[src/avr_link_pkg.sv]
// avr link shared definitions
// byte and word types, avr register numbers
`default_nettype none

package avr_link_pkg;

	typedef logic [7:0]  byte_t;     // one byte on the link, sd data or config
	typedef logic [7:0]  reg_num_t;  // avr register number
	typedef logic [39:0] kbd_word_t; // keyboard matrix image

	// keyboard group
	localparam reg_num_t REG_KBD     = 8'h10; // 40-bit shift-in
	localparam reg_num_t REG_KBD_STB = 8'h11; // commit to keyboard

	// mouse and joystick group, low two bits select
	localparam reg_num_t REG_MUS_X   = 8'h20;
	localparam reg_num_t REG_MUS_Y   = 8'h21;
	localparam reg_num_t REG_MUS_BTN = 8'h22;
	localparam reg_num_t REG_KJ      = 8'h23; // kempston joystick

	// whole group, low nibble ignored
	localparam reg_num_t REG_RST     = 8'h30; // cpu reset pulse
	localparam reg_num_t REG_CFG0    = 8'h50; // config byte

	// sd card port
	localparam reg_num_t REG_SD_DATA = 8'h60; // write starts exchange, read gives reply
	localparam reg_num_t REG_SD_CTRL = 8'h61; // bit 0 cs_n, bit 7 busy on read

endpackage

`default_nettype wire
[src/spi_link_if.sv]
// synchronized avr spi lines and edge events, all in the fclk domain
`timescale 1ns/1ps
`default_nettype none

interface spi_link_if;

	logic scs_n;    // chip select level, resynced
	logic sdo;      // avr data out, resynced
	logic sck_rise; // one-cycle event
	logic cs_rise;  // cs_n 0->1, commit
	logic cs_fall;  // cs_n 1->0, data phase begins

	// synchronizer side
	modport sync
	(
		output scs_n, sdo, sck_rise, cs_rise, cs_fall
	);

	// register block side
	modport slave
	(
		input scs_n, sdo, sck_rise, cs_rise, cs_fall
	);

endinterface

`default_nettype wire

[src/evo_avr_link.sv]
// avr board-control link, top level
// pin resync, slave register block and sd byte exchanger
`timescale 1ns/1ps
`default_nettype none

module evo_avr_link #(
	parameter int SD_DIV = 2 // sd sck half period in fclk cycles
)
(
	input  logic                    fclk,
	input  logic                    rst_n,
	input  logic                    spics_n,   // avr spi
	input  logic                    spick,
	input  logic                    spido,
	output logic                    spidi,
	input  avr_link_pkg::byte_t     status_in,
	output avr_link_pkg::kbd_word_t kbd_out,
	output logic                    kbd_stb,
	output avr_link_pkg::byte_t     mus_out,
	output logic                    mus_xstb,
	output logic                    mus_ystb,
	output logic                    mus_btnstb,
	output logic                    kj_stb,
	output logic                    genrst,
	output avr_link_pkg::byte_t     config0,
	output logic                    sd_cs_n,   // sd card
	output logic                    sd_sck,
	output logic                    sd_mosi,
	input  logic                    sd_miso
);

	avr_link_pkg::byte_t sd_tx_byte;
	avr_link_pkg::byte_t sd_rx_byte;
	logic                sd_valid;
	logic                sd_ready;

	spi_link_if link ();

	spi_line_sync u_sync
	(
		.fclk    (fclk),
		.rst_n   (rst_n),
		.spics_n (spics_n),
		.spick   (spick),
		.spido   (spido),
		.link    (link)
	);

	avr_slave_regs u_regs
	(
		.fclk       (fclk),
		.rst_n      (rst_n),
		.link       (link),
		.status_in  (status_in),
		.sd_rx_byte (sd_rx_byte),
		.sd_ready   (sd_ready),
		.spidi      (spidi),
		.kbd_out    (kbd_out),
		.kbd_stb    (kbd_stb),
		.mus_out    (mus_out),
		.mus_xstb   (mus_xstb),
		.mus_ystb   (mus_ystb),
		.mus_btnstb (mus_btnstb),
		.kj_stb     (kj_stb),
		.genrst     (genrst),
		.config0    (config0),
		.sd_cs_n    (sd_cs_n),
		.sd_valid   (sd_valid),
		.sd_tx_byte (sd_tx_byte)
	);

	sd_byte_xfer #(
		.SD_DIV (SD_DIV)
	) u_sd (
		.fclk       (fclk),
		.rst_n      (rst_n),
		.sd_valid   (sd_valid),
		.sd_tx_byte (sd_tx_byte),
		.sd_ready   (sd_ready),
		.sd_rx_byte (sd_rx_byte),
		.sd_sck     (sd_sck),
		.sd_mosi    (sd_mosi),
		.sd_miso    (sd_miso)
	);

endmodule

`default_nettype wire

[src/sd_byte_xfer.sv]
// sd card byte exchanger
// spi mode 0 master, msb first, SD_DIV fclk cycles per sck half period
`timescale 1ns/1ps
`default_nettype none

module sd_byte_xfer #(
	parameter int SD_DIV = 2 // fclk cycles per half period, 1 or more
)
(
	input  logic                fclk,
	input  logic                rst_n,
	input  logic                sd_valid,
	input  avr_link_pkg::byte_t sd_tx_byte,
	output logic                sd_ready,   // high when idle
	output avr_link_pkg::byte_t sd_rx_byte,
	output logic                sd_sck,
	output logic                sd_mosi,
	input  logic                sd_miso
);

	typedef enum logic {IDLE, SHIFT} sd_state_t;

	localparam int DIV_W = (SD_DIV > 1) ? $clog2(SD_DIV) : 1;
	localparam logic [DIV_W-1:0] DIV_LAST = DIV_W'(SD_DIV - 1);

	sd_state_t           state;
	logic [DIV_W-1:0]    div_cnt;  // paces one half period
	logic [3:0]          half_cnt; // 16 halves per byte
	avr_link_pkg::byte_t sh;       // tx out at top, rx in at bottom
	logic                miso_q;   // sampled on rising sck
	logic                half_end;
	logic                last_half;
	logic                start;

	assign half_end  = (state == SHIFT) && (div_cnt == DIV_LAST);
	assign last_half = half_end && (half_cnt == 4'd15);
	assign start     = sd_valid && sd_ready;
	assign sd_ready  = (state == IDLE);
	assign sd_mosi   = sh[7];

	always_ff @(posedge fclk or negedge rst_n)
		if (!rst_n)
		begin
			state    <= IDLE;
			div_cnt  <= '0;
			half_cnt <= '0;
			sd_sck   <= 1'b0;
			sh       <= 8'hff; // mosi idles high
			miso_q   <= 1'b0;
		end
		else if (start)
		begin
			state    <= SHIFT;
			div_cnt  <= '0;
			half_cnt <= '0;
			sh       <= sd_tx_byte; // msb on mosi right away
		end
		else if (half_end)
		begin
			div_cnt  <= '0;
			sd_sck   <= ~sd_sck;
			half_cnt <= half_cnt + 4'd1;
			if (!sd_sck)
				miso_q <= sd_miso;             // rising edge, sample
			else
				sh <= {sh[6:0], miso_q};       // falling edge, next bit out
			if (last_half)
			begin
				state <= IDLE;
				sh    <= 8'hff;
			end
		end
		else if (state == SHIFT)
			div_cnt <= div_cnt + DIV_W'(1);

	// reply held until the next exchange ends
	always_ff @(posedge fclk)
		if (last_half)
			sd_rx_byte <= {sh[6:0], miso_q};

endmodule

`default_nettype wire

[src/avr_slave_regs.sv]
// avr spi slave registers
// number phase with cs high, data phase with cs low, commit on cs release
`timescale 1ns/1ps
`default_nettype none

module avr_slave_regs
(
	input  logic                      fclk,
	input  logic                      rst_n,
	spi_link_if.slave                 link,
	input  avr_link_pkg::byte_t       status_in,  // shown during number phase
	input  avr_link_pkg::byte_t       sd_rx_byte,
	input  logic                      sd_ready,
	output logic                      spidi,
	output avr_link_pkg::kbd_word_t   kbd_out,
	output logic                      kbd_stb,
	output avr_link_pkg::byte_t       mus_out,
	output logic                      mus_xstb,
	output logic                      mus_ystb,
	output logic                      mus_btnstb,
	output logic                      kj_stb,
	output logic                      genrst,     // cpu reset pulse
	output avr_link_pkg::byte_t       config0,
	output logic                      sd_cs_n,
	output logic                      sd_valid,   // start request to sd exchanger
	output avr_link_pkg::byte_t       sd_tx_byte
);

	avr_link_pkg::reg_num_t  regnum;     // current register number
	avr_link_pkg::kbd_word_t kbd_reg;
	avr_link_pkg::byte_t     common_reg; // shared shift-in for byte registers
	avr_link_pkg::byte_t     shift_out;  // readback shifter
	avr_link_pkg::byte_t     rd_data;
	logic [3:0]              grp;
	logic                    shift_en;

	logic sel_kbdreg, sel_kbdstb;
	logic sel_musx, sel_musy, sel_musbtn, sel_kj;
	logic sel_rst, sel_cfg0, sel_sddata, sel_sdctrl;
	logic sel_common;

	// register number, lsb first while cs high
	always_ff @(posedge fclk or negedge rst_n)
		if (!rst_n)
			regnum <= '0;
		else if (link.cs_rise)
			regnum <= '0; // next transfer starts clean
		else if (link.scs_n && link.sck_rise)
			regnum <= {link.sdo, regnum[7:1]};

	// decode: high nibble picks the group
	assign grp = regnum[7:4];

	assign sel_kbdreg = (grp == avr_link_pkg::REG_KBD[7:4]) &&
		(regnum[0] == avr_link_pkg::REG_KBD[0]);
	assign sel_kbdstb = (grp == avr_link_pkg::REG_KBD_STB[7:4]) &&
		(regnum[0] == avr_link_pkg::REG_KBD_STB[0]);

	assign sel_musx   = (grp == avr_link_pkg::REG_MUS_X[7:4]) &&
		(regnum[1:0] == avr_link_pkg::REG_MUS_X[1:0]);
	assign sel_musy   = (grp == avr_link_pkg::REG_MUS_Y[7:4]) &&
		(regnum[1:0] == avr_link_pkg::REG_MUS_Y[1:0]);
	assign sel_musbtn = (grp == avr_link_pkg::REG_MUS_BTN[7:4]) &&
		(regnum[1:0] == avr_link_pkg::REG_MUS_BTN[1:0]);
	assign sel_kj     = (grp == avr_link_pkg::REG_KJ[7:4]) &&
		(regnum[1:0] == avr_link_pkg::REG_KJ[1:0]);

	assign sel_rst  = (grp == avr_link_pkg::REG_RST[7:4]);  // whole group
	assign sel_cfg0 = (grp == avr_link_pkg::REG_CFG0[7:4]); // whole group

	assign sel_sddata = (grp == avr_link_pkg::REG_SD_DATA[7:4]) &&
		(regnum[0] == avr_link_pkg::REG_SD_DATA[0]);
	assign sel_sdctrl = (grp == avr_link_pkg::REG_SD_CTRL[7:4]) &&
		(regnum[0] == avr_link_pkg::REG_SD_CTRL[0]);

	// byte registers all share one shifter
	assign sel_common = sel_musx || sel_musy || sel_musbtn || sel_kj ||
		sel_cfg0 || sel_sddata || sel_sdctrl;

	assign shift_en = !link.scs_n && link.sck_rise; // data phase bit

	// data shift-in, lsb first
	always_ff @(posedge fclk)
	begin
		if (shift_en && sel_kbdreg)
			kbd_reg <= {link.sdo, kbd_reg[39:1]};
		if (shift_en && sel_common)
			common_reg <= {link.sdo, common_reg[7:1]};
	end

	// latched outputs, loaded at commit
	always_ff @(posedge fclk or negedge rst_n)
		if (!rst_n)
		begin
			config0 <= '0;
			sd_cs_n <= 1'b1; // card deselected
		end
		else if (link.cs_rise)
		begin
			if (sel_cfg0)
				config0 <= common_reg;
			if (sel_sdctrl)
				sd_cs_n <= common_reg[0];
		end

	// what the avr reads in the data phase
	always_comb
	begin
		if (sel_sddata)
			rd_data = sd_rx_byte;            // last card reply
		else if (sel_sdctrl)
			rd_data = {~sd_ready, 7'd0};     // busy flag
		else
			rd_data = '0;
	end

	// readback shifter, status after release, register after select
	always_ff @(posedge fclk or negedge rst_n)
		if (!rst_n)
			shift_out <= '0;
		else if (link.cs_rise)
			shift_out <= status_in;
		else if (link.cs_fall)
			shift_out <= rd_data;
		else if (link.sck_rise)
			shift_out <= {1'b0, shift_out[7:1]};

	assign spidi = shift_out[0];

	// commit strobes, combinational off the release event
	assign kbd_out    = kbd_reg;
	assign kbd_stb    = sel_kbdstb && link.cs_rise;
	assign mus_out    = common_reg;
	assign mus_xstb   = sel_musx   && link.cs_rise;
	assign mus_ystb   = sel_musy   && link.cs_rise;
	assign mus_btnstb = sel_musbtn && link.cs_rise;
	assign kj_stb     = sel_kj     && link.cs_rise;
	assign genrst     = sel_rst    && link.cs_rise;

	// dropped by the exchanger if still busy
	assign sd_valid   = sel_sddata && link.cs_rise;
	assign sd_tx_byte = common_reg;

endmodule

`default_nettype wire

[src/spi_line_sync.sv]
// avr spi pin resynchronizer
// two flops per pin, one extra stage on cs and sck for edge events
`timescale 1ns/1ps
`default_nettype none

module spi_line_sync
(
	input  logic     fclk,
	input  logic     rst_n,
	input  logic     spics_n, // avr pins, async to fclk
	input  logic     spick,
	input  logic     spido,
	spi_link_if.sync link
);

	logic [2:0] cs_sync; // [1] is the usable level, [2] the previous one
	logic [2:0] ck_sync;
	logic [1:0] do_sync; // no edge needed on data

	always_ff @(posedge fclk or negedge rst_n)
		if (!rst_n)
		begin
			cs_sync <= 3'b111; // idle cs high
			ck_sync <= 3'b000; // idle sck low
			do_sync <= 2'b00;
		end
		else
		begin
			cs_sync <= {cs_sync[1:0], spics_n};
			ck_sync <= {ck_sync[1:0], spick};
			do_sync <= {do_sync[0], spido};
		end

	assign link.scs_n = cs_sync[1];
	assign link.sdo   = do_sync[1];

	// events 2..3 fclk after the pin moves
	assign link.sck_rise = ~ck_sync[2] &  ck_sync[1];
	assign link.cs_rise  = ~cs_sync[2] &  cs_sync[1]; // end of transfer
	assign link.cs_fall  =  cs_sync[2] & ~cs_sync[1];

endmodule

`default_nettype wire

[config.mk]
export PLATFORM = sky130hd
export DESIGN_NAME = evo_avr_link
export DESIGN_NICKNAME = d
export VERILOG_FILES = /design/src/avr_link_pkg.sv /design/src/spi_link_if.sv /design/src/evo_avr_link.sv /design/src/sd_byte_xfer.sv /design/src/avr_slave_regs.sv /design/src/spi_line_sync.sv
export SDC_FILE = /design/constraint.sdc
export NUM_CORES = 1
export LEC_CHECK = 0
export ABC_AREA = 0
export BUFFER_PORTS_ARGS = -buffer_cell sky130_fd_sc_hd__clkbuf_2
export CAP_MARGIN = 20
export CORE_UTILIZATION = 39
export DETAILED_ROUTE_END_ITERATION = 10
export SLEW_MARGIN = 10
export SYNTH_ARGS = -nofsm -noshare
export SYNTH_HDL_FRONTEND = slang
export SYNTH_SLANG_ARGS = --single-unit
[constraint.sdc]
create_clock -name fclk -period 16.66 [get_ports fclk]
set_input_delay 0 -clock fclk [delete_from_list [all_inputs] [get_ports fclk]]
set_output_delay 0 -clock fclk [all_outputs]
set_load 0.02 [all_outputs]
==> results.json <==
{
  "die_h_um": 105.4,
  "numPortBuffers": 79,
  "cts.sinks": 105,
  "place_area_um2": 4649,
  "root_buffer": "clkbuf_8",
  "route.final.wire_length_um": 8131,
  "cts_resized": 0,
  "via_per_inst": 5.183,
  "n_antenna_cell": 0,
  "p_leak_nw": 2.017,
  "drv_slew": 0,
  "ctsHoldBuffers": 6,
  "finalHoldViolCount": 0,
  "cts_tree": "built",
  "area_growth_pct": 17.68,
  "dieArea_um2": 11110,
  "period_needed_ns": 2.808,
  "antenna_found_initial": 0,
  "start_util": 0.4038,
  "async_flop_share": 0.4667,
  "clkLatencyLatePin_ns": 0.37,
  "ff2ff_setup_slack_ns": 14.13,
  "synth_area_um2": 4169,
  "synth_ff_type": "edfxtp_1",
  "ios": 80,
  "final_cell_mix": "clkbuf_2 (79), edfxtp_1 (56), dfrtp_1 (37)",
  "end_kind": "output pin",
  "whs_ns": 0.04558,
  "power_density_nw_per_um2": 94.24,
  "drtAntennaViolNets": 0,
  "p_int_mw": 0.3613,
  "synth-seq-cells": 105,
  "cts_setup_buffers": 0,
  "ctsHtreeMaxLevel": 3,
  "yosys_warnings": 0,
  "cp.arrival_ns": 2.81,
  "num_vias": 2633,
  "clock_path_buffers": 2,
  "fmax_ghz": 0.3562,
  "relSlewSlack": 0.3866,
  "clock_skew_ns": 0.01656,
  "hpwl_um": 5395,
  "power_frac_seq": 0.611,
  "globalRoute.totalOverflow": 0,
  "numCtsBuffers": 9,
  "drtIter0Drc": 193,
  "grt_util_all_layers": 0.1578,
  "synth_cell_types": 44,
  "synth_fp_nets": 305,
  "drtPass1Iterations": 4,
  "path_class": "reg -> out",
  "vdd_drop_max_v": 0.00005661,
  "yosysSeqAreaShare": 0.7011,
  "period_share": 0.1685,
  "cp-start-kind": "flip-flop",
  "grt_max_degree": 50,
  "core_area_um2": 10320,
  "crit_fanout": 27,
  "setup_violations": 0,
  "floorplan.rows": 37,
  "cp.required_ns": 16.66,
  "syn_avg_cell_area_um2": 14.48,
  "cap_violations": 0,
  "grt_pass1_wl_um": 13390,
  "dieWidth_um": 105.4,
  "netSwitchingFraction": 0.2184,
  "drc_errors": 0,
  "grt_pass1_vias": 2527,
  "fin_nets": 384,
  "setup-tns-final_ns": 0,
  "power_frac_comb": 0.050,
  "routabilityCongestion": 0.7345,
  "hp-class": "in -> reg",
  "tightest_slew_ns": 0.9201,
  "clockPowerShare": 0.339,
  "clk_pin_slew_worst_paths_ns": 0.09,
  "drive_gt1_frac": 0.3414,
  "rsz0062_at_grt": "false",
  "postLayoutCellArea_um2": 4906,
  "p_sw_mw": 0.1010,
  "final_common_cell": "clkbuf_2",
  "wl_per_cell_um": 16.01,
  "synth_edf_count": 56,
  "status": "completed",
  "syn_inst": 288
}
-- flip-flops by register name, summed over array words and instances (netlist names) --
name              count
u_sync.cs_sync        3
u_sd.state            1
u_sd.sh               8
u_sd.half_cnt         4
u_regs.regnum         8
u_regs.shift_out      8
u_sd.sd_rx_byte       8
u_regs.sd_cs_n        1
u_sync.ck_sync        3
u_sd.miso_q           1
u_sd.sd_sck           1
u_sd.div_cnt          1
u_regs.mus_out        8
u_regs.config0        8
u_regs.kbd_out       40
u_sync.do_sync        2
-- cells in the mapped netlist (2+ instances only) --
cell type | number | area share
a21oi_1 | 17 | 0.020
a221oi_1 | 14 | 0.029
a22oi_1 | 2 | 0.0036
buf_2 | 7 | 0.0084
buf_6 | 3 | 0.0081
clkbuf_1 | 8 | 0.0072
dfrtp_1 | 37 | 0.22
dfstp_2 | 12 | 0.076
edfxtp_1 | 56 | 0.40
ha_1 | 3 | 0.0090
inv_1 | 14 | 0.013
mux2_2 | 11 | 0.030
mux2i_1 | 8 | 0.019
nand2_1 | 5 | 0.0045
nand2b_1 | 10 | 0.015
nand3_1 | 9 | 0.011
nand3b_1 | 2 | 0.0036
nand4_1 | 7 | 0.011
nor2_1 | 10 | 0.0090
nor2b_1 | 3 | 0.0045
nor3_1 | 5 | 0.0060
nor4_1 | 2 | 0.0030
nor4b_1 | 8 | 0.017
o211ai_1 | 2 | 0.0036
o21ai_0 | 3 | 0.0036
o31ai_1 | 8 | 0.014
or3_1 | 4 | 0.0060
xnor2_1 | 2 | 0.0042
-- stage by stage --
stage          worst slack (ns)  power, mW  instances  utilization
5_1_grt                   13.55     0.4810        508       0.4752
3_3_place_gp              14.20     0.3097        486       0.4504
3_5_place_dp              14.13     0.3102        486       0.4504
4_1_cts                   13.84     0.4685        508       0.4752
6_report                  13.85     0.4623        508       0.4752
2_1_floorplan             11.33     0.3021        288            -
-- kinds of logic (layout without fill, tap and decap cells) --
family | Yosys count | count (layout) | share of synthesized area
AOI/OAI and AO/OA | 49 | 49 | 0.08073
muxes | 19 | 19 | 0.04892
DFF | 105 | 105 | 0.7011
xor gates and xnor gates | 2 | 2 | 0.004202
adders and majority gates | 3 | 3 | 0.009005
buffers and inverters | 33 | 117 | 0.03811
and+or+nand+nor | 77 | 77 | 0.1179
-- critical path, cell delays in order, from the launching register on --
cell,delay (ns)
dfstp_2,0.57
ha_1,0.77
nand2b_1,0.28
or3_1,0.46
nor3_1,0.17
clkbuf_2,0.20
-- final timing paths --
check	end	startpoint	cells after the start
max in group asynchronous	u_sync.do_sync[1]$_DFF_PN0_	rst_n	3
setup reg to reg	u_regs.config0[0]$_DFFE_PN0P_	u_sync.cs_sync[1]$_DFF_PN1_	4
min in group asynchronous	u_regs.shift_out[0]$_DFFE_PN0P_	rst_n	3
hold / removal	u_regs.shift_out[0]$_DFFE_PN0P_	status_in[0]	4
setup / recovery	mus_xstb	u_sync.cs_sync[1]$_DFF_PN1_	5
hold reg to reg	u_sync.do_sync[1]$_DFF_PN0_	u_sync.do_sync[0]$_DFF_PN0_	0
-- layout make-up --
class,instances,area [um^2]
inverter,14,52.55
tap,136,170.2
clock inverter,5,55.05
sequential,105,2923
timing repair buffer,87,470.5
multi-input combinational,150,1094
fill,922,5418
clock buffer,11,141.4
-- per-layer routing --
layer | share of wire | global-route usage | wire, um | vias to the layer above
met5 | 0 | 0 | 0 | -
met3 | 0.051 | 0.05257 | 413 | 8
met1 | 0.47 | 0.2250 | 3856 | 1306
met2 | 0.46 | 0.2270 | 3759 | 80
li1 | - | - | - | 1239
met4 | 0.013 | 0.04930 | 102 | 0
-- power by group through the flow --
stage | Clock (mW) | Sequential [mW] | Combinational [mW]
floorplan | 0 | 0.287 | 0.0150
global placement | 0 | 0.288 | 0.0219
detailed placement | 0 | 0.288 | 0.0222
CTS | 0.163 | 0.282 | 0.0235
global route | 0.172 | 0.283 | 0.0257
finish | 0.157 | 0.282 | 0.0231
Power figures use the tool's default switching activity.
